[src/verilog/mdom_pkg.sv]
// mdom shared definitions
// bus widths, register map, firmware version and the packed types
// that carry the fmc bus, register writes and discriminator words
package mdom_pkg;

  // fmc parallel bus
  localparam int FMC_ADDR_W = 12;
  localparam int FMC_DATA_W = 16;

  // discriminator samples per lclk cycle
  localparam int N_DISCR_BITS = 8;

  // scaler count and period width
  localparam int SCALER_W = 32;

  localparam logic [FMC_DATA_W-1:0] FW_VNUM = 16'h0009;

  // register map
  localparam logic [FMC_ADDR_W-1:0] ADDR_VNUM             = 12'hfff;
  // period in lclk cycles
  localparam logic [FMC_ADDR_W-1:0] ADDR_SCALER_PERIOD_HI = 12'hbba;
  localparam logic [FMC_ADDR_W-1:0] ADDR_SCALER_PERIOD_LO = 12'hbb9;
  // readback channel select
  localparam logic [FMC_ADDR_W-1:0] ADDR_SCALER_SEL       = 12'hbb8;
  // selected channel count, read only
  localparam logic [FMC_ADDR_W-1:0] ADDR_SCALER_OUT_HI    = 12'hbb7;
  localparam logic [FMC_ADDR_W-1:0] ADDR_SCALER_OUT_LO    = 12'hbb6;

  // raw fmc pins, strobes active low
  typedef struct packed {
    logic [FMC_ADDR_W-1:0] a;
    logic [FMC_DATA_W-1:0] din;
    logic                  cen_n;
    logic                  oen_n;
    logic                  wen_n;
  } fmc_pins_t;

  // one register write in the lclk domain
  typedef struct packed {
    logic                  strobe;
    logic [FMC_ADDR_W-1:0] addr;
    logic [FMC_DATA_W-1:0] data;
  } reg_wr_t;

  // bit 0 is the oldest sample
  typedef logic [N_DISCR_BITS-1:0] discr_word_t;

endpackage

[src/verilog/fmc_bridge.sv]
`timescale 1ns/1ps
// fmc bridge
// brings the asynchronous fmc bus into lclk, turning a write into a
// one-cycle strobe and handing the read address and data back out
module fmc_bridge (
  input  logic                            lclk,
  input  logic                            lclk_rst,
  input  mdom_pkg::fmc_pins_t             i_fmc,
  input  logic [mdom_pkg::FMC_DATA_W-1:0] i_rd_data,
  output mdom_pkg::reg_wr_t               o_wr,
  output logic [mdom_pkg::FMC_ADDR_W-1:0] o_rd_addr,
  output logic [mdom_pkg::FMC_DATA_W-1:0] o_fmc_dout,
  output logic                            o_fmc_oe
);

  // [0] meta, [1] synced, [2] synced one cycle late
  logic [2:0] wen_sync;
  logic       wen_fall;
  logic       cen_n_1;
  // write payload, sampled every cycle
  logic [mdom_pkg::FMC_ADDR_W-1:0] a_1;
  logic [mdom_pkg::FMC_DATA_W-1:0] din_1;

  always_ff @(posedge lclk) begin
    if (lclk_rst) begin
      // bus idles with strobes high
      wen_sync <= '1;
      cen_n_1  <= 1'b1;
      o_fmc_oe <= 1'b0;
      o_fmc_dout <= '0;
    end else begin
      wen_sync <= {wen_sync[1:0], i_fmc.wen_n};
      cen_n_1  <= i_fmc.cen_n;
      // drive the data pins only for a selected read
      o_fmc_oe <= ~i_fmc.oen_n & ~i_fmc.cen_n;
      // second stage of read latency
      o_fmc_dout <= i_rd_data;
    end
  end

  always_ff @(posedge lclk) begin
    a_1   <= i_fmc.a;
    din_1 <= i_fmc.din;
  end

  // wen_n high then low after sync
  assign wen_fall = wen_sync[2] & ~wen_sync[1];

  // single-cycle strobe, only while chip enable was low
  // no burst support, each write needs its own wen_n pulse
  always_comb begin
    o_wr.strobe = wen_fall & ~cen_n_1;
    o_wr.addr   = a_1;
    o_wr.data   = din_1;
  end

  // live address during a read, otherwise the registered one
  assign o_rd_addr = i_fmc.oen_n ? a_1 : i_fmc.a;

endmodule

[config.mk]
export PLATFORM = sky130hd
export DESIGN_NAME = fmc_bridge
export DESIGN_NICKNAME = d
export VERILOG_FILES = /design/src/verilog/mdom_pkg.sv /design/src/verilog/fmc_bridge.sv
export SDC_FILE = /design/constraint.sdc
export NUM_CORES = 1
export LEC_CHECK = 0
export ABC_CLOCK_PERIOD_IN_PS = 2200
export BUFFER_PORTS_ARGS = -buffer_cell sky130_fd_sc_hd__buf_2
export CAP_MARGIN = 20
export CORE_ASPECT_RATIO = 1.2
export CORE_MARGIN = 2
export CORE_UTILIZATION = 30
export DETAILED_ROUTE_END_ITERATION = 10
export GPL_TIMING_DRIVEN = 1
export PLACE_DENSITY = 0.74
export SYNTH_ARGS = -nofsm -noshare
export SYNTH_HDL_FRONTEND = slang
export SYNTH_SLANG_ARGS = --single-unit
[constraint.sdc]
create_clock -name lclk -period 2.2 [get_ports lclk]
set_input_delay 0.44 -clock lclk [delete_from_list [all_inputs] [get_ports lclk]]
set_output_delay 0.44 -clock lclk [all_outputs]
set_load 0.005 [all_outputs]
==> flow_summary_export.csv <==
group,metric,value,unit
sta,setup_viol,0,
worst_setup_path,critPathBufInv,2,
power,p_int,1.38,mW
power,clkPwrFrac,35.7,%
worst_setup_path,ff2ff_path_depth,1,
placement,placed_area,0.00190,mm²
worst_setup_path,critical_path.max_stage_delay,0.38,ns
cells_and_area,syn_to_final_growth,52.7,%
synth,yosys_warnings,0,
worst_setup_path,worstPathCellList,"buf_2 > mux2_2 > buf_2",
cells_and_area,fin_area,0.00201,mm²
worst_setup_path,worstPathRequired,1.76,ns
run,maxCapViolCount,0,
detailed_routing,drt_iter0_markers,22,
placement,place_ws,0.472,ns
hold_path,hp-start,"i_fmc[15]",
clock_tree,cts_resized,0,
synth,synth_area_leader_cell,"dfxtp_1",
status,status,"completed",
power,power_density,856,mW/mm²
floorplanning,row_count,26,
cells_and_area,layout_common_cells,"106 x buf_2, 49 x dfxtp_1, 9 x mux2_4, 9 x nor2b_1, 7 x and2b_1",
synth,synth.distinct_cells,10,
detailed_routing,routed_via_density,3.94,
sta,finalHoldViolCount,0,
clock_tree,cts.clk_slew.worst_paths,0.09,ns
floorplanning,start_util,31.1,%
detailed_routing,drt_pass1_iterations,4,
grt,grt_antenna_before_repair,0,
cells_and_area,final_common_cell,"buf_2",
placement,place_hpwl,2200,µm
power,p_switching,0.344,mW
floorplanning,io_pins,107,
detailed_routing,totalWireLength,2690,µm
power,p_leak,1.05,nW
cells_and_area,final_core_util,47.5,%
detailed_routing,ant_nets,0,
grt,grt_pass1_wl,4230,µm
synth,ys_ff_latch,49,
power,p_sw_share,20.0,%
synth,syn_inst,86,
cells_and_area,num_antenna_cells,0,
grt,grt_max_degree,22,
worst_setup_path,worst_path_most_repeated_cell,"buf_2",
sta,grt_setup_unrepaired,"false",
sta,fin_crit_sh,77.6,%
worst_setup_path,cp-start-kind,"input port",
grt,groute.usage.overall,11.1,%
power,power.total,1.72,mW
sta,max_slew_margin,74.9,%
synth,yosysSeqAreaShare,74.6,%
detailed_routing,num_vias,996,
cells_and_area,nNetsFinal,245,
floorplanning,die_h,76.5,µm
clock_tree,h-tree-depth,2,
worst_setup_path,cp_slowest_cell,"mux2_2",
synth,syn-cell-area,0.00132,mm²
hold_path,worstHoldPathType,"in2reg",
synth,syn_avg_cell_area,15.3,µm²
sta,min_period,1.71,ns
clock_tree,clockRootBuffer,"clkbuf_8",
clock_tree,clk_latency,0.29,ns
clock_tree,hold_buffers,0,
clock_tree,cts_tree,"yes",
sta,finClkSkew,0.00753,ns
grt,grt_pass1_vias,1043,
worst_setup_path,crit_path_end_kind,"output pin",
detailed_routing,drc,0,
sta,worst_slew_pin_slew,0.376,ns
floorplanning,die_w,64.4,µm
clock_tree,cts_max_path_buffers,2,
clock_tree,cts_buffers,5,
worst_setup_path,worstSetupPathType,"in2out",
worst_setup_path,r2r-end,"wen_sync[2]",
synth,syn_nets,135,
hold_path,hold_depth,1,
worst_setup_path,critPathArrivalTime,1.27,ns
clock_tree,cts_setup_buffers,0,
power,vdd_drop_max,0.593,mV
grt,grt_overflow,0,
worst_setup_path,rr_startpoint,"wen_sync[1]",
cells_and_area,stdcell_count,253,
sta,tns,0,ns
worst_setup_path,reg2reg_setup_slack,1.49,ns
synth,synth_top_area_share,74.6,%
floorplanning,fp.dieArea,0.00493,mm²
hold_path,hold-path-endpoint,"din_1[12]",
detailed_routing,post_drt_wl_per_cell,10.6,µm
floorplanning,core-area,0.00423,mm²
cells_and_area,layout-drive-gt1-share,65.5,%
placement,dp.cells,245,
sta,setup_ws,0.492,ns
synth,synthTopCellsByArea,"dfxtp_1 75%, mux2_4 10%, nor2b_1 4.3%",
sta,timing.fmax,585,MHz
worst_setup_path,critical_path.top_delay_family,"buffers and inverters",
placement,gp_congestion,0.751,
worst_setup_path,path_max_fanout,13,
clock_tree,cts_num_sinks,49,
sta,slew_violations,0,
placement,io_buffers,106,
power,combPwrFrac,9.3,%
power,seq_power_share,55.0,%
sta,whs,0.244,ns
final cells by class:
| class | instances | area, µm² |
|---|---|---|
| Multi-Input combinational cell | 34 | 315 |
| Timing Repair Buffer | 106 | 531 |
| Tap cell | 56 | 70.1 |
| Sequential cell | 49 | 981 |
| Clock buffer | 6 | 72.6 |
| Clock inverter | 2 | 38.8 |
| Fill cell | 427 | 2220 |
power by group through the flow:
stage | Clock (mW) | Sequential (mW) | Combinational [mW]
detailed placement | 0 | 0.966 | 0.165
global route | 0.673 | 0.951 | 0.178
floorplan | 0 | 0.974 | 0.0526
CTS | 0.645 | 0.946 | 0.164
finish | 0.614 | 0.945 | 0.160
global placement | 0 | 0.965 | 0.162
worst max-delay path by stage:
stage                               end  slack [ns]     start  depth (start not counted)
final                      o_rd_addr[9]        0.49  i_fmc[1]                          3
after global routing      o_rd_addr[11]        0.44  i_fmc[1]                          3
after CTS                 o_rd_addr[11]        0.48  i_fmc[1]                          3
after detailed placement  o_rd_addr[11]        0.47  i_fmc[1]                          3
after global placement    o_rd_addr[11]        0.49  i_fmc[1]                          3
after floorplan            o_rd_addr[0]        0.88  i_fmc[1]                          2
flip-flops by register name, indices dropped and copies added (netlist names):
register    count
cen_n_1         1
din_1          16
o_fmc_dout     16
a_1            12
wen_sync        3
o_fmc_oe        1
metal layers:
layer / up-vias / wire length (µm) / GRT usage [%]
met3: 2 / 440 / 5.91
li1: 491 / - / -
met4: 0 / 19 / 5.11
met1: 419 / 1020 / 11.6
met5: - / 0 / 0
met2: 84 / 1210 / 18.2
Yosys cell counts (all sizes together):
| cell type | count |
|---|---|
| nor3 | 1 |
| dfxtp | 49 |
| or2 | 4 |
| buf | 1 |
| nor3b | 1 |
| and2b | 7 |
| nor2b | 9 |
| clkbuf | 2 |
| mux2 | 12 |
logic make-up after synthesis:
logic type             synth area share [%]
AND/OR/NAND/NOR                        11.1
buffers and inverters                  1.43
multiplexers                           12.8
flip-flops                             74.6
Note: power is estimated with default switching activity, not from simulation.
