`src/verilog/mdom_pkg.sv`:
```
// mdom shared definitions
// bus widths, register map, firmware version and the packed types
// that carry the fmc bus, register writes and discriminator words
package mdom_pkg;

  // fmc parallel bus
  localparam int FMC_ADDR_W = 12;
  localparam int FMC_DATA_W = 16;

  // discriminator samples per lclk cycle
  localparam int N_DISCR_BITS = 8;

  // scaler count and period width
  localparam int SCALER_W = 32;

  localparam logic [FMC_DATA_W-1:0] FW_VNUM = 16'h0009;

  // register map
  localparam logic [FMC_ADDR_W-1:0] ADDR_VNUM             = 12'hfff;
  // period in lclk cycles
  localparam logic [FMC_ADDR_W-1:0] ADDR_SCALER_PERIOD_HI = 12'hbba;
  localparam logic [FMC_ADDR_W-1:0] ADDR_SCALER_PERIOD_LO = 12'hbb9;
  // readback channel select
  localparam logic [FMC_ADDR_W-1:0] ADDR_SCALER_SEL       = 12'hbb8;
  // selected channel count, read only
  localparam logic [FMC_ADDR_W-1:0] ADDR_SCALER_OUT_HI    = 12'hbb7;
  localparam logic [FMC_ADDR_W-1:0] ADDR_SCALER_OUT_LO    = 12'hbb6;

  // raw fmc pins, strobes active low
  typedef struct packed {
    logic [FMC_ADDR_W-1:0] a;
    logic [FMC_DATA_W-1:0] din;
    logic                  cen_n;
    logic                  oen_n;
    logic                  wen_n;
  } fmc_pins_t;

  // one register write in the lclk domain
  typedef struct packed {
    logic                  strobe;
    logic [FMC_ADDR_W-1:0] addr;
    logic [FMC_DATA_W-1:0] data;
  } reg_wr_t;

  // bit 0 is the oldest sample
  typedef logic [N_DISCR_BITS-1:0] discr_word_t;

endpackage

```
`src/verilog/xdom_regs.sv`:
```
`timescale 1ns/1ps
// xdom register block
// holds the scaler period and readback select, and returns the
// version, those settings and the selected channel count
module xdom_regs #(
  parameter int N_CHANNELS = 24
) (
  input  logic                            lclk,
  input  logic                            lclk_rst,
  input  mdom_pkg::reg_wr_t               i_wr,
  input  logic [mdom_pkg::FMC_ADDR_W-1:0] i_rd_addr,
  input  logic [N_CHANNELS-1:0][mdom_pkg::SCALER_W-1:0] i_scaler_count,
  output logic [mdom_pkg::FMC_DATA_W-1:0] o_rd_data,
  output logic [mdom_pkg::SCALER_W-1:0]   o_scaler_period
);

  // wide enough to hold any channel number
  localparam int SEL_W = (N_CHANNELS > 1) ? $clog2(N_CHANNELS) : 1;

  logic [mdom_pkg::SCALER_W-1:0]   scaler_period;
  logic [SEL_W-1:0]                scaler_sel;
  logic [mdom_pkg::SCALER_W-1:0]   sel_count;
  logic [mdom_pkg::FMC_DATA_W-1:0] rd_mux;

  // register writes
  always_ff @(posedge lclk) begin
    if (lclk_rst) begin
      scaler_period <= '0;
      scaler_sel    <= '0;
    end else if (i_wr.strobe) begin
      case (i_wr.addr)
        mdom_pkg::ADDR_SCALER_PERIOD_HI: begin
          scaler_period[31:16] <= i_wr.data;
        end
        mdom_pkg::ADDR_SCALER_PERIOD_LO: begin
          scaler_period[15:0] <= i_wr.data;
        end
        mdom_pkg::ADDR_SCALER_SEL: begin
          scaler_sel <= i_wr.data[SEL_W-1:0];
        end
        default: begin
          // read-only or unmapped, ignore
        end
      endcase
    end
  end

  // selected channel, zero past the last channel
  always_comb begin
    if (scaler_sel < N_CHANNELS) begin
      sel_count = i_scaler_count[scaler_sel];
    end else begin
      sel_count = '0;
    end
  end

  // read mux
  always_comb begin
    case (i_rd_addr)
      mdom_pkg::ADDR_VNUM:             rd_mux = mdom_pkg::FW_VNUM;
      mdom_pkg::ADDR_SCALER_PERIOD_HI: rd_mux = scaler_period[31:16];
      mdom_pkg::ADDR_SCALER_PERIOD_LO: rd_mux = scaler_period[15:0];
      mdom_pkg::ADDR_SCALER_SEL:       rd_mux = 16'(scaler_sel);
      mdom_pkg::ADDR_SCALER_OUT_HI:    rd_mux = sel_count[31:16];
      mdom_pkg::ADDR_SCALER_OUT_LO:    rd_mux = sel_count[15:0];
      default:                         rd_mux = '0;
    endcase
  end

  // first stage of read latency
  always_ff @(posedge lclk) begin
    if (lclk_rst) begin
      o_rd_data <= '0;
    end else begin
      o_rd_data <= rd_mux;
    end
  end

  assign o_scaler_period = scaler_period;

endmodule

```
`config.mk`:
```
export PLATFORM = sky130hd
export DESIGN_NAME = xdom_regs
export DESIGN_NICKNAME = d
export VERILOG_FILES = /design/src/verilog/mdom_pkg.sv /design/src/verilog/xdom_regs.sv
export SDC_FILE = /design/constraint.sdc
export NUM_CORES = 1
export LEC_CHECK = 0
export BUFFER_PORTS_ARGS = -buffer_cell sky130_fd_sc_hd__buf_4
export CORE_AREA = 8 8 324 326
export DETAILED_ROUTE_END_ITERATION = 6
export DIE_AREA = 0 0 332 334
export PLACE_DENSITY = 0.35
export SYNTH_ARGS = -nofsm -noshare
export SYNTH_HDL_FRONTEND = slang
export SYNTH_SLANG_ARGS = --single-unit
```
`constraint.sdc`:
```
create_clock -name lclk -period 4.1 [get_ports lclk]
set_input_delay 0.615 -clock lclk [delete_from_list [all_inputs] [get_ports lclk]]
set_output_delay 0.615 -clock lclk [all_outputs]
set_load 0.02 [all_outputs]
```
==> results.sh <==
export IMPL_finalClockSkew_ns=0.01365
export IMPL_hold_end="o_scaler_period[1]"
export IMPL_cp_end_kind="flop"
export IMPL_dp_hpwl_um=84790
export IMPL_ys_seq_area_share_pct=12.15
export IMPL_cts_sinks=53
export IMPL_layout_drive_gt1_share_pct=68.70
export IMPL_grt_pass1_wl_um=122100
export IMPL_syn_area_per_cell_um2=10.69
export IMPL_final_setup_viol_count=0
export IMPL_crit_path_start_kind="flop"
export IMPL_vias=11360
export IMPL_fin_crit_sh_pct=92.81
export IMPL_syn_inst=817
export IMPL_cts_buffers=5
export IMPL_cts_hold_buf=0
export IMPL_swShare_pct=29.30
export IMPL_htreeDepth=2
export IMPL_cap_violations=0
export IMPL_synthFlopType="dfxtp_1"
export IMPL_yosys_area_share_xor_xnor_pct=0
export IMPL_fin_setup_tns_ns=0
export IMPL_cellLeakagePower_nw=6.850
export IMPL_ctsResizeCount=0
export IMPL_p_per_area_mw_per_mm2=116.8
export IMPL_synth_edf_count=0
export IMPL_critPathMaxFanout=82
export IMPL_wire_per_inst_um=31.91
export IMPL_cts_tree="built"
export IMPL_min_path_cells=2
export IMPL_cp_required_ns=4.24
export IMPL_final_cell_mix="buf_4 (900), mux4_2 (180), nand2_1 (163)"
export IMPL_clock_path_buffers=2
export IMPL_fin_nets=2446
export IMPL_fin_ws_ns=0.2948
export IMPL_die_h_um=334
export IMPL_slew_violations=0
export IMPL_netSwitchingPower_mw=0.5789
export IMPL_post_drt_via_cell_ratio=3.866
export IMPL_overflow=0
export IMPL_hold_class="reg2reg"
export IMPL_crit_type="reg2reg"
export IMPL_r2r_end="o_rd_data[7]"
export IMPL_first_global_vias=12580
export IMPL_clk_latency_ns=0.32
export IMPL_rows=116
export IMPL_dp_slack_ns=0.4055
export IMPL_synthMuxAreaShare_pct=57.07
export IMPL_dr_pass1_iters=5
export IMPL_antenna_found_initial=22
export IMPL_final_common_cell="buf_4"
export IMPL_synthSimpleGateAreaFrac_pct=14.69
export IMPL_routed_wl_um=93740
export IMPL_synth_cell_type_count=49
export IMPL_worstMarginPinSlew_ns=1.385
export IMPL_vdd_ir_drop_max_v=0.0001519
export IMPL_placed_area_mm2=0.01675
export IMPL_synth_fa_ha_area_share_pct=0
export IMPL_drc=0
export IMPL_post_cts_buffers=0
export IMPL_async_flop_share_pct=0
export IMPL_cp_arrival_ns=3.94
export IMPL_fin_crit_ns=3.805
export IMPL_r2r_slack_ns=0.29
export IMPL_ys_ff_latch=53
export IMPL_grtUsageTotal_pct=15.95
export IMPL_die_x_um=332
export IMPL_grt_max_degree=83
export IMPL_portBuffers=858
export IMPL_min_from="o_scaler_period[1]"
export IMPL_pwr_share_comb_pct=48.7
export IMPL_intPower_mw=1.397
export IMPL_core_area_mm2=0.09957
export IMPL_synth_top_family_by_area="multiplexers"
export IMPL_max_slew_margin_pct=7.650
export IMPL_start_util_pct=8.769
export IMPL_ioPinCount=859
export IMPL_root_buffer="clkbuf_16"
export IMPL_synth_area_mm2=0.008731
export IMPL_clockPowerShare_pct=25.4
export IMPL_die_area_mm2=0.1109
export IMPL_timing_fmax_mhz=262.8
export IMPL_path_clk_slew_ns=0.09
export IMPL_final_antenna_net_count=0
export IMPL_synth_fp_nets=1628
export IMPL_area_growth_syn_to_layout_pct=93.72
export IMPL_synth_compound_area_share_pct=9.745
export IMPL_hold_viol_final=0
export IMPL_reg2reg_depth=7
export IMPL_final_area_mm2=0.01691
export IMPL_drt_initial_drc_count=630
export IMPL_reg2reg_from="scaler_sel[1]"
export IMPL_ys_warn_count=0
export IMPL_grt_setup_unrepaired="no"
export IMPL_seq_power_share_pct=25.9
export IMPL_gp_congestion=0.9520
export IMPL_status="completed"
-- cell type report --
class	count	area, µm²
Antenna cell	4	10.01
Clock buffer	6	138.9
Clock inverter	2	17.52
Fill cell	11230	82650
Inverter	3	13.76
Multi-Input combinational cell	665	7141
Sequential cell	53	1072
Tap cell	1298	1624
Timing Repair Buffer	907	6897
-- kinds of logic (layout without fill, tap and decap cells) --
| family | Yosys count | count (layout) |
|---|---|---|
| other | 0 | 4 |
| AND/OR/NAND/NOR | 284 | 284 |
| multiplexers | 269 | 269 |
| flip-flops | 53 | 53 |
| buffers and inverters | 99 | 918 |
| AO/OA/AOI/OAI | 112 | 112 |
-- cells in the mapped netlist, drive strengths merged, types with 3 or more instances --
| cell | n | area [µm²] |
|---|---|---|
| mux2i | 83 | 830.8 |
| a221oi | 15 | 131.4 |
| a31oi | 3 | 18.77 |
| nand2b | 4 | 25.02 |
| mux2 | 4 | 45.04 |
| nand2 | 164 | 615.6 |
| nor2 | 22 | 82.58 |
| a2bb2oi | 4 | 35.03 |
| nand4 | 4 | 25.02 |
| a41oi | 3 | 26.28 |
| a2111oi | 4 | 35.03 |
| or3 | 3 | 18.77 |
| a21oi | 47 | 235.2 |
| nor2b | 7 | 43.79 |
| clkbuf | 30 | 112.6 |
| a22oi | 12 | 90.09 |
| nor3 | 59 | 305.3 |
| nand3 | 4 | 20.02 |
| buf | 66 | 430.4 |
| mux4 | 182 | 4106 |
| dfxtp | 53 | 1061 |
| and2 | 5 | 31.28 |
| o41ai | 14 | 197.7 |
-- how the worst max path moves through the flow --
stage / start / to / cells after the start
5_1_grt: scaler_sel[1] / o_rd_data[7] / 7
2_1_floorplan: i_wr[22] / o_scaler_period[10] / 8
3_5_place_dp: scaler_sel[1] / o_rd_data[7] / 7
6_report: scaler_sel[1] / o_rd_data[7] / 7
4_1_cts: scaler_sel[1] / o_rd_data[7] / 7
3_3_place_gp: scaler_sel[1] / o_rd_data[7] / 7
-- stage by stage --
stage	std cells	hold slack, ns	util, %	power, mW
6_report	2938	0.4762	16.99	1.976
5_1_grt	2935	0.4910	16.98	2.065
4_1_cts	2934	0.4765	16.98	2.014
3_5_place_dp	2926	0.4629	16.82	1.504
3_3_place_gp	2926	0.4574	16.82	1.498
2_1_floorplan	817	0.5400	-	0.7281
-- power by group through the flow --
stage / Clock, mW / Combinational (mW) / Sequential, mW
global route: 0.537 / 1.02 / 0.512
global placement: 0 / 0.974 / 0.524
finish: 0.502 / 0.961 / 0.512
floorplan: 0 / 0.202 / 0.526
detailed placement: 0 / 0.979 / 0.524
CTS: 0.519 / 0.983 / 0.512
-- layer usage --
| layer | vias up | GRT usage [%] | share of wire, % |
|---|---|---|---|
| met5 | - | 0 | 0.059 |
| met4 | 8 | 0.7653 | 0.49 |
| met3 | 32 | 4.291 | 6.8 |
| met2 | 576 | 30.63 | 54 |
| met1 | 5788 | 18.41 | 39 |
| li1 | 4953 | - | - |
-- worst max-delay path, cell delays in order, from the launching register on --
cell and delay (ns):
dfxtp_4 0.41, buf_12 0.33, buf_4 0.44, mux4_2 0.54
nand2_1 0.08, nand2_1 0.14, a221oi_1 1.16, a21oi_1 0.21
-- registers in the layout (all words and copies together) (netlist names) --
name             count
o_rd_data           16
o_scaler_period     32
scaler_sel           5
Power figures use the tool's default switching activity.
