==> config.mk <==
export PLATFORM = sky130hd
export DESIGN_NAME = discr_scaler
export DESIGN_NICKNAME = d
export VERILOG_FILES = /design/src/verilog/mdom_pkg.sv /design/src/verilog/discr_scaler.sv
export SDC_FILE = /design/constraint.sdc
export NUM_CORES = 1
export LEC_CHECK = 0
export BUFFER_PORTS_ARGS = -buffer_cell sky130_fd_sc_hd__buf_2
export CAP_MARGIN = 20
export CELL_PAD_IN_SITES_DETAIL_PLACEMENT = 1
export CELL_PAD_IN_SITES_GLOBAL_PLACEMENT = 2
export CORE_MARGIN = 4
export CORE_UTILIZATION = 32
export DETAILED_ROUTE_END_ITERATION = 10
export GPL_ROUTABILITY_DRIVEN = 0
export GPL_TIMING_DRIVEN = 0
export HOLD_SLACK_MARGIN = 0.06
export MAX_ROUTING_LAYER = met4
export PLACE_DENSITY = 0.88
export SLEW_MARGIN = 20
export SYNTH_ARGS = -nofsm -noshare
export SYNTH_HDL_FRONTEND = slang
export SYNTH_SLANG_ARGS = --single-unit
export TNS_END_PERCENT = 20
==> constraint.sdc <==
create_clock -name lclk -period 3.8 [get_ports lclk]
set_clock_uncertainty 0.1 [all_clocks]
set_input_delay 0.38 -clock lclk [delete_from_list [all_inputs] [get_ports lclk]]
set_output_delay 0.38 -clock lclk [all_outputs]
set_load 0.02 [all_outputs]
==> src/verilog/mdom_pkg.sv <==
// mdom shared definitions
// bus widths, register map, firmware version and the packed types
// that carry the fmc bus, register writes and discriminator words
package mdom_pkg;

  // fmc parallel bus
  localparam int FMC_ADDR_W = 12;
  localparam int FMC_DATA_W = 16;

  // discriminator samples per lclk cycle
  localparam int N_DISCR_BITS = 8;

  // scaler count and period width
  localparam int SCALER_W = 32;

  localparam logic [FMC_DATA_W-1:0] FW_VNUM = 16'h0009;

  // register map
  localparam logic [FMC_ADDR_W-1:0] ADDR_VNUM             = 12'hfff;
  // period in lclk cycles
  localparam logic [FMC_ADDR_W-1:0] ADDR_SCALER_PERIOD_HI = 12'hbba;
  localparam logic [FMC_ADDR_W-1:0] ADDR_SCALER_PERIOD_LO = 12'hbb9;
  // readback channel select
  localparam logic [FMC_ADDR_W-1:0] ADDR_SCALER_SEL       = 12'hbb8;
  // selected channel count, read only
  localparam logic [FMC_ADDR_W-1:0] ADDR_SCALER_OUT_HI    = 12'hbb7;
  localparam logic [FMC_ADDR_W-1:0] ADDR_SCALER_OUT_LO    = 12'hbb6;

  // raw fmc pins, strobes active low
  typedef struct packed {
    logic [FMC_ADDR_W-1:0] a;
    logic [FMC_DATA_W-1:0] din;
    logic                  cen_n;
    logic                  oen_n;
    logic                  wen_n;
  } fmc_pins_t;

  // one register write in the lclk domain
  typedef struct packed {
    logic                  strobe;
    logic [FMC_ADDR_W-1:0] addr;
    logic [FMC_DATA_W-1:0] data;
  } reg_wr_t;

  // bit 0 is the oldest sample
  typedef logic [N_DISCR_BITS-1:0] discr_word_t;

endpackage

==> src/verilog/discr_scaler.sv <==
`timescale 1ns/1ps
// discriminator rate scaler
// counts rising edges in one channel's sample words over a
// programmable window and latches the total at each wrap
module discr_scaler (
  input  logic                          lclk,
  input  logic                          lclk_rst,
  input  mdom_pkg::discr_word_t         i_discr,
  input  logic [mdom_pkg::SCALER_W-1:0] i_period,
  output logic [mdom_pkg::SCALER_W-1:0] o_count
);

  // last sample of the previous word
  logic                                prev_msb;
  // bit j set for a 0 to 1 step into sample j
  logic [mdom_pkg::N_DISCR_BITS-1:0]   rise_bits;
  logic [3:0]                          n_rise;
  logic [mdom_pkg::SCALER_W-1:0]       win_cnt;
  logic [mdom_pkg::SCALER_W-1:0]       acc;

  assign rise_bits = i_discr & ~{i_discr[mdom_pkg::N_DISCR_BITS-2:0], prev_msb};

  // popcount of the rising edges in this word
  always_comb begin
    n_rise = '0;
    for (int j = 0; j < mdom_pkg::N_DISCR_BITS; j++) begin
      n_rise = n_rise + 4'(rise_bits[j]);
    end
  end

  always_ff @(posedge lclk) begin
    if (lclk_rst) begin
      prev_msb <= 1'b0;
      win_cnt  <= '0;
      acc      <= '0;
      o_count  <= '0;
    end else begin
      prev_msb <= i_discr[mdom_pkg::N_DISCR_BITS-1];
      if (i_period == '0) begin
        // scaler stopped, last total stays readable
        win_cnt <= '0;
        acc     <= '0;
      end else if (win_cnt >= i_period - 1'b1) begin
        // window done, include this cycle's edges
        win_cnt <= '0;
        acc     <= '0;
        o_count <= acc + 32'(n_rise);
      end else begin
        win_cnt <= win_cnt + 1'b1;
        acc     <= acc + 32'(n_rise);
      end
    end
  end

endmodule

==> results of run 1 <==
[timing repair]
item | 4_1_cts | 5_1_grt
buffers inserted | 20 | 11
endpoints found under the setup margin | 96 | 96
pin swaps | 30 | 37
cloned | 2 | 0
resized for setup | 67 | 65
[metrics by stage]
step	setup WS (ns)	setup TNS [ns]	utilization (%)	power (uW)
global placement	-1.110	-81.53	37.07	1376
finish	-0.2896	-10.11	43.81	2379
detailed placement	-1.266	-91.87	37.07	1406
global route	-0.4237	-21.49	43.81	2496
floorplan	-0.1381	-0.7983	-	1288
CTS	-0.2401	-4.763	41.73	2364
[cell families after synthesis]
logic type	Yosys count	synth area share (%)
buffers and inverters	50	3.753
flip-flops	97	34.06
AND/OR/NAND/NOR	258	23.38
XOR/XNOR	86	13.21
multiplexers	3	0.5487
adder cells (fa/ha/maj)	45	10.54
AO/OA/AOI/OAI	101	14.51
[layout by cell type (no fill, tap or decap), types with 11 or more instances in the layout]
cell       count
a211oi_1      18
a211oi_2      28
a21oi_1       11
buf_2         68
buf_4         33
clkbuf_16     11
dfxtp_1       96
ha_1          40
inv_1         24
nand2_1       34
nand3_1       18
nand4_1       20
nor2_1        83
nor2b_1       14
nor3_1        11
xnor2_1       42
xor2_1        34
[metal layers]
layer  vias to the layer above  track usage, %  part of all wire (%)
met5                         -               -                     0
met4                         0           5.505                   2.0
met3                        26           3.202                   3.6
met2                        93           31.90                    52
met1                      2573           21.38                    42
li1                       2493               -                     -
[flip-flops by register name, summed over array words and instances (netlist names)]
register  flops
o_count      32
acc          32
win_cnt      32
prev_msb      1
[worst min-delay path by stage]
stage / slack, ns / end / startpoint / cells past startpoint
5_1_grt: 0.18 / prev_msb$_SDFF_PP0_ / i_discr[7] / 2
3_5_place_dp: 0.36 / o_count[4]$_SDFFE_PP0P_ / o_count[4]$_SDFFE_PP0P_ / 2
2_1_floorplan: 0.33 / win_cnt[0]$_SDFF_PP0_ / win_cnt[0]$_SDFF_PP0_ / 1
3_3_place_gp: 0.34 / o_count[0]$_SDFFE_PP0P_ / o_count[0]$_SDFFE_PP0P_ / 2
4_1_cts: 0.16 / prev_msb$_SDFF_PP0_ / i_discr[7] / 2
6_report: 0.16 / prev_msb$_SDFF_PP0_ / i_discr[7] / 2
[cell type report]
type | instances | area, sq um
clock buffers | 12 | 256.5
clock inverters | 2 | 38.79
well taps | 225 | 281.5
multi-input cells | 493 | 4099
repair buffers | 106 | 683.2
fillers | 1994 | 9752
inverters | 26 | 97.59
plain buffers | 22 | 205.2
flip-flops and latches | 97 | 1943
[power by group]
group          internal (uW)  switching, uW
combinational            178            218
sequential              1040           10.7
clock                    541            394
==> metrics.yaml, run 1 <==
placed_design:
  placed_cell_area_sq_mm: 0.006434
  dp_hpwl_mm: 12.95
  portBuffers: 73
  placed_cells: 938
synthesis:
  synthTopCellsByArea: "dfxtp_1 (34%), ha_1 (8.8%), xnor2_1 (7.5%)"
  synth_top_area_share_pct: 34.06
  syn_area_sq_mm: 0.005700
  synth_cell_types: 54
  ys_top_cells_by_count: "dfxtp_1 (97), nor2_1 (88), xnor2_1 (49)"
  ys_dominant_reg_cell: "dfxtp_1"
  syn_nets: 727
  ys_warn_count: 0
  async_flop_share_pct: 0
  synth_top_cell_by_area: "dfxtp_1"
  synth_edf_count: 0
  ys_ff_latch: 97
  syn_inst: 640
  syn_area_per_cell_sq_um: 8.907
  post-synth-top-count-cell: "dfxtp_1"
  yosysSeqAreaShare_pct: 34.06
status:
  violations: "setup timing"
  status: "finished, violations left"
detailed_routing:
  via_per_inst: 5.275
  ant_nets: 0
  firstDrtPassIters: 4
  first_iter_violations: 236
  wl_per_cell_microns: 18.20
  postRouteWirelength_mm: 17.89
  vias: 5185
  route.detailed.drc: 0
timing:
  worst_pin_slew_ns: 0.9274
  max_slew_margin_pct: 38.17
  fin_ws_ns: -0.2896
  period_needed_ns: 4.090
  fmax_mhz: 244.5
  finalHoldViolCount: 0
  whs_ns: 0.1646
  slew_viol_final: 0
  finalCritPeriodShare_pct: 107.6
  finalSetupViolCount: 93
  rsz0062_at_grt: "yes"
critical_path:
  r2r_cells: 14
  worstPathArrival_ns: 4.25
  max_stage_delay_ns: 0.55
  cp_max_fo: 7
  cp_data_required_time_ns: 3.96
  path_class: "input port to flip-flop"
  crit_cells: 17
  startpoint: "i_period[15]"
  worst-r2r-setup-slack_ns: -0.28
  reg2reg_from: "prev_msb$_SDFF_PP0_"
  critPathCapture: "o_count[8]$_SDFFE_PP0P_"
  r2r-end: "o_count[25]$_SDFFE_PP0P_"
  critPathBufInv: 5
  crit_family: "simple AND/OR/NAND/NOR gates"
  crit_chain: "buf_8 -> or4_4 -> or3_4 -> nor4b_4 -> buf_4 -> nand2_2 -> xor2_1 -> ha_1 -> nand4_1 -> nor4_4 -> nand4_1 -> buf_4 -> a211oi_4 -> buf_12 -> clkbuf_16 -> a211oi_2 -> a211oi_1"
  worstSetupEndpointType: "flip-flop"
  critPathSlowestCell: "or4_4"
  critPathLaunchType: "input port"
floorplanning:
  die_w_microns: 141.5
  die-area_sq_mm: 0.02001
  start_util_pct: 32.84
  num_io_pins: 74
  rows: 48
  coreArea_sq_mm: 0.01736
  die_h_microns: 141.5
final_layout:
  final_nets: 842
  final_cell_count_no_fill: 983
  antenna_cells: 0
  final_cell_area_sq_mm: 0.007605
  drive_above_1_share_pct: 30.87
  area.growth.synth_to_final_pct: 33.41
clocking:
  clkLatencyLatePin_ns: 0.35
  root_buffer: "clkbuf_16"
  numCtsBuffers: 9
  clk_path_buf_depth: 2
  htreeDepth: 3
  clk_pin_slew_ns: 0.06
  cts_tree: "yes"
  hold_buffers: 0
  clock_sinks: 97
run:
  cap_violations: 0
grt:
  grt_pass1_vias: 5701
  grt_start_max_net_pins: 15
  antenna_found_initial: 0
  overflow: 0
  grt_pass1_wl_mm: 28.81
  grt_usage_pct: 18.22
hold_path:
  min_path_type: "input port to flip-flop"
power:
  vdd_ir_drop_max_mv: 0.1581
  power_density_mw_per_mm2: 312.8
  leakage_uw: 0.002946
Note: power is estimated with default switching activity, not from simulation.
==> inputs of run 2 (changes only) <==
--- a/config.mk
+++ b/config.mk
@@ -5,18 +5,19 @@
 export SDC_FILE = /design/constraint.sdc
 export NUM_CORES = 1
 export LEC_CHECK = 0
+export ABC_AREA = 1
 export BUFFER_PORTS_ARGS = -buffer_cell sky130_fd_sc_hd__buf_2
 export CAP_MARGIN = 20
 export CELL_PAD_IN_SITES_DETAIL_PLACEMENT = 1
 export CELL_PAD_IN_SITES_GLOBAL_PLACEMENT = 2
 export CORE_MARGIN = 4
-export CORE_UTILIZATION = 32
+export CORE_UTILIZATION = 30
 export DETAILED_ROUTE_END_ITERATION = 10
 export GPL_ROUTABILITY_DRIVEN = 0
 export GPL_TIMING_DRIVEN = 0
 export HOLD_SLACK_MARGIN = 0.06
 export MAX_ROUTING_LAYER = met4
-export PLACE_DENSITY = 0.88
+export PLACE_DENSITY = 0.89
 export SLEW_MARGIN = 20
 export SYNTH_ARGS = -nofsm -noshare
 export SYNTH_HDL_FRONTEND = slang
==> metrics.yaml, run 2 <==
placed_design:
  portBuffers: 73
  dp_slack_ns: -0.5610
  placed_cells: 1263
  dp_hpwl_mm: 13.62
synthesis:
  synthTopCellsByArea: "dfxtp_1 (31%), nor2_1 (11%), nand2_1 (11%)"
  synth_cell_types: 36
  ys_top_cells_by_count: "nor2_1 (189), nand2_1 (183), inv_1 (113)"
  ys_warn_count: 0
  ys_ff_latch: 97
  syn_area_sq_mm: 0.006299
  synth_edf_count: 0
  syn_nets: 1007
  ys_dominant_reg_cell: "dfxtp_1"
  synth_top_area_share_pct: 30.83
  yosysSeqAreaShare_pct: 30.83
  synth_top_cell_by_area: "dfxtp_1"
  async_flop_share_pct: 0
  syn_area_per_cell_sq_um: 6.846
  syn_inst: 920
  post-synth-top-count-cell: "nor2_1"
detailed_routing:
  ant_nets: 0
  vias: 5917
  via_per_inst: 4.601
  postRouteWirelength_mm: 16.69
  wl_per_cell_microns: 12.98
  firstDrtPassIters: 4
  first_iter_violations: 281
  route.detailed.drc: 0
floorplanning:
  coreArea_sq_mm: 0.02043
  die-area_sq_mm: 0.02338
  rows: 52
  die_w_microns: 152.9
  num_io_pins: 74
  die_h_microns: 152.9
  start_util_pct: 30.83
grt:
  grt_pass1_vias: 5994
  antenna_found_initial: 0
  grt_usage_pct: 14.97
  grt_pass1_wl_mm: 28.50
  overflow: 0
  grt_start_max_net_pins: 18
power:
  internal-power_uw: 1639
  leakage_uw: 0.003170
  power_frac_comb_pct: 15.5
  p_sw_uw: 644.1
  power_density_mw_per_mm2: 307.0
  p_seq_share_pct: 45.9
  vdd_ir_drop_max_mv: 0.1862
  clkPwrFrac_pct: 38.6
  p_sw_share_pct: 28.21
final_layout:
  final_common_cell: "nor2_1"
  drive_above_1_share_pct: 15.65
  area.growth.synth_to_final_pct: 18.06
  reg_top3: "acc x32, o_count x32, win_cnt x32"
  final_cell_count_no_fill: 1286
  antenna_cells: 0
  mostFrequentLayoutCells: "nor2_1 (185), nand2_1 (179), inv_1 (109)"
  final_nets: 1098
critical_path:
  path_class: "flip-flop to flip-flop"
  startpoint: "prev_msb$_SDFF_PP0_"
  cp_max_fo: 4
  critPathLaunchType: "flip-flop"
  reg2reg_from: "prev_msb$_SDFF_PP0_"
  r2r-end: "o_count[18]$_SDFFE_PP0P_"
  worstPathArrival_ns: 3.85
  worstSetupEndpointType: "flip-flop"
  cp_data_required_time_ns: 3.95
  worst-r2r-setup-slack_ns: 0.10
  r2r_cells: 20
clocking:
  numCtsBuffers: 9
  clk_path_buf_depth: 2
  clock_sinks: 97
  root_buffer: "clkbuf_16"
  clkLatencyLatePin_ns: 0.35
  cts_tree: "yes"
  hold_buffers: 0
  clk_pin_slew_ns: 0.07
  htreeDepth: 3
run:
  cap_violations: 0
timing:
  fmax_mhz: 270.4
  fin_ws_ns: 0.1014
  finalHoldViolCount: 0
  worst_pin_slew_ns: 0.5251
  period_needed_ns: 3.699
  whs_ns: 0.09135
  finalSetupViolCount: 0
  rsz0062_at_grt: "yes"
  max_slew_margin_pct: 64.73
  finalCritPeriodShare_pct: 97.33
  slew_viol_final: 0
status:
  status: "completed"
hold_path:
  min_path_cells: 2
  min_path_type: "input port to flip-flop"
  hold_end: "prev_msb$_SDFF_PP0_"
  min_from: "lclk_rst"
-- run 2: changes by cell type after synthesis, sizes merged, moves of 9 or more --
cell	delta
nor4	-9
nor2b	-18
buf	+10
nand2	+149
a21oi	+34
a211oi	-55
xnor2	-11
nand3	+39
inv	+87
nor2	+110
clkbuf	-13
-- run 2: how the worst max path moves through the flow --
stage,endpoint,slack [ns],cells after the start
3_5_place_dp,o_count[28]$_SDFFE_PP0P_,-0.56,19
3_3_place_gp,o_count[28]$_SDFFE_PP0P_,-0.53,19
5_1_grt,o_count[18]$_SDFFE_PP0P_,-0.08,20
4_1_cts,o_count[10]$_SDFFE_PP0P_,-0.08,16
6_report,o_count[18]$_SDFFE_PP0P_,0.10,20
2_1_floorplan,o_count[28]$_SDFFE_PP0P_,0.005,18
-- run 2: what timing repair did --
item	in CTS	in global routing
gates resized for setup	12	13
endpoints found under the setup margin	31	35
buffers inserted	2	5
pin swaps	13	7
-- run 2: cell type report --
class | instances | area (sq um)
clock inverters | 7 | 55.05
well taps | 270 | 337.8
clock buffers | 9 | 225.2
plain buffers | 21 | 165.2
multi-input cells | 688 | 3860
fillers | 2675 | 12990
flip-flops and latches | 97 | 1943
repair buffers | 80 | 421.7
inverters | 114 | 427.9
-- run 2: worst max-delay path, cell delays in order (launching register included) --
cell and delay [ns]:
dfxtp_2 0.33, nor2_2 0.03, fa_1 0.47, inv_1 0.05, fa_1 0.47, inv_1 0.05
fa_1 0.49, fa_2 0.21, inv_2 0.04, fa_2 0.37, o21ai_4 0.21, nand2_4 0.09
nor3_4 0.15, buf_6 0.14, nand2_1 0.05, nand2_1 0.06, nand2_1 0.06, inv_2 0.06
nand3_1 0.06, nand2_1 0.07, nor2_1 0.04
-- run 2: logic make-up after synthesis --
| kind of cell | count (synthesis) | synth area share (%) |
|---|---|---|
| DFF | 97 | 30.83 |
| adders and majority gates | 45 | 9.535 |
| buffers and inverters | 135 | 9.376 |
| xor gates and xnor gates | 72 | 10.01 |
| AOI/OAI and AO/OA | 62 | 5.066 |
| and+or+nand+nor | 509 | 35.18 |
-- run 2: routing by layer --
layer,up-vias,GRT usage (%),part of all wire (%),wire length [microns]
li1,3081,-,-,-
met1,2751,18.65,48,8000
met2,67,25.35,47,7918
met3,18,1.583,2.6,439
met4,0,5.176,2.0,331
met5,-,-,0,0
-- run 2: power groups by stage --
stage               sequential [uW]  clock [uW]  combinational [uW]
finish                         1050         882                 354
global route                   1050         951                 418
CTS                            1050         913                 357
detailed placement             1070           0                 352
global placement               1070           0                 334
floorplan                      1070           0                 248
-- run 2: through the flow --
step | instance area (sq um) | power, uW | util [%] | TNS, ns
after CTS | 7361 | 2317 | 36.03 | -0.2146
after detailed placement | 7027 | 1422 | 34.39 | -14.17
after floorplan | 6324 | 1315 | - | 0
final | 7436 | 2283 | 36.40 | 0
after global routing | 7436 | 2418 | 36.40 | -0.2991
after global placement | 7027 | 1404 | 34.39 | -11.77
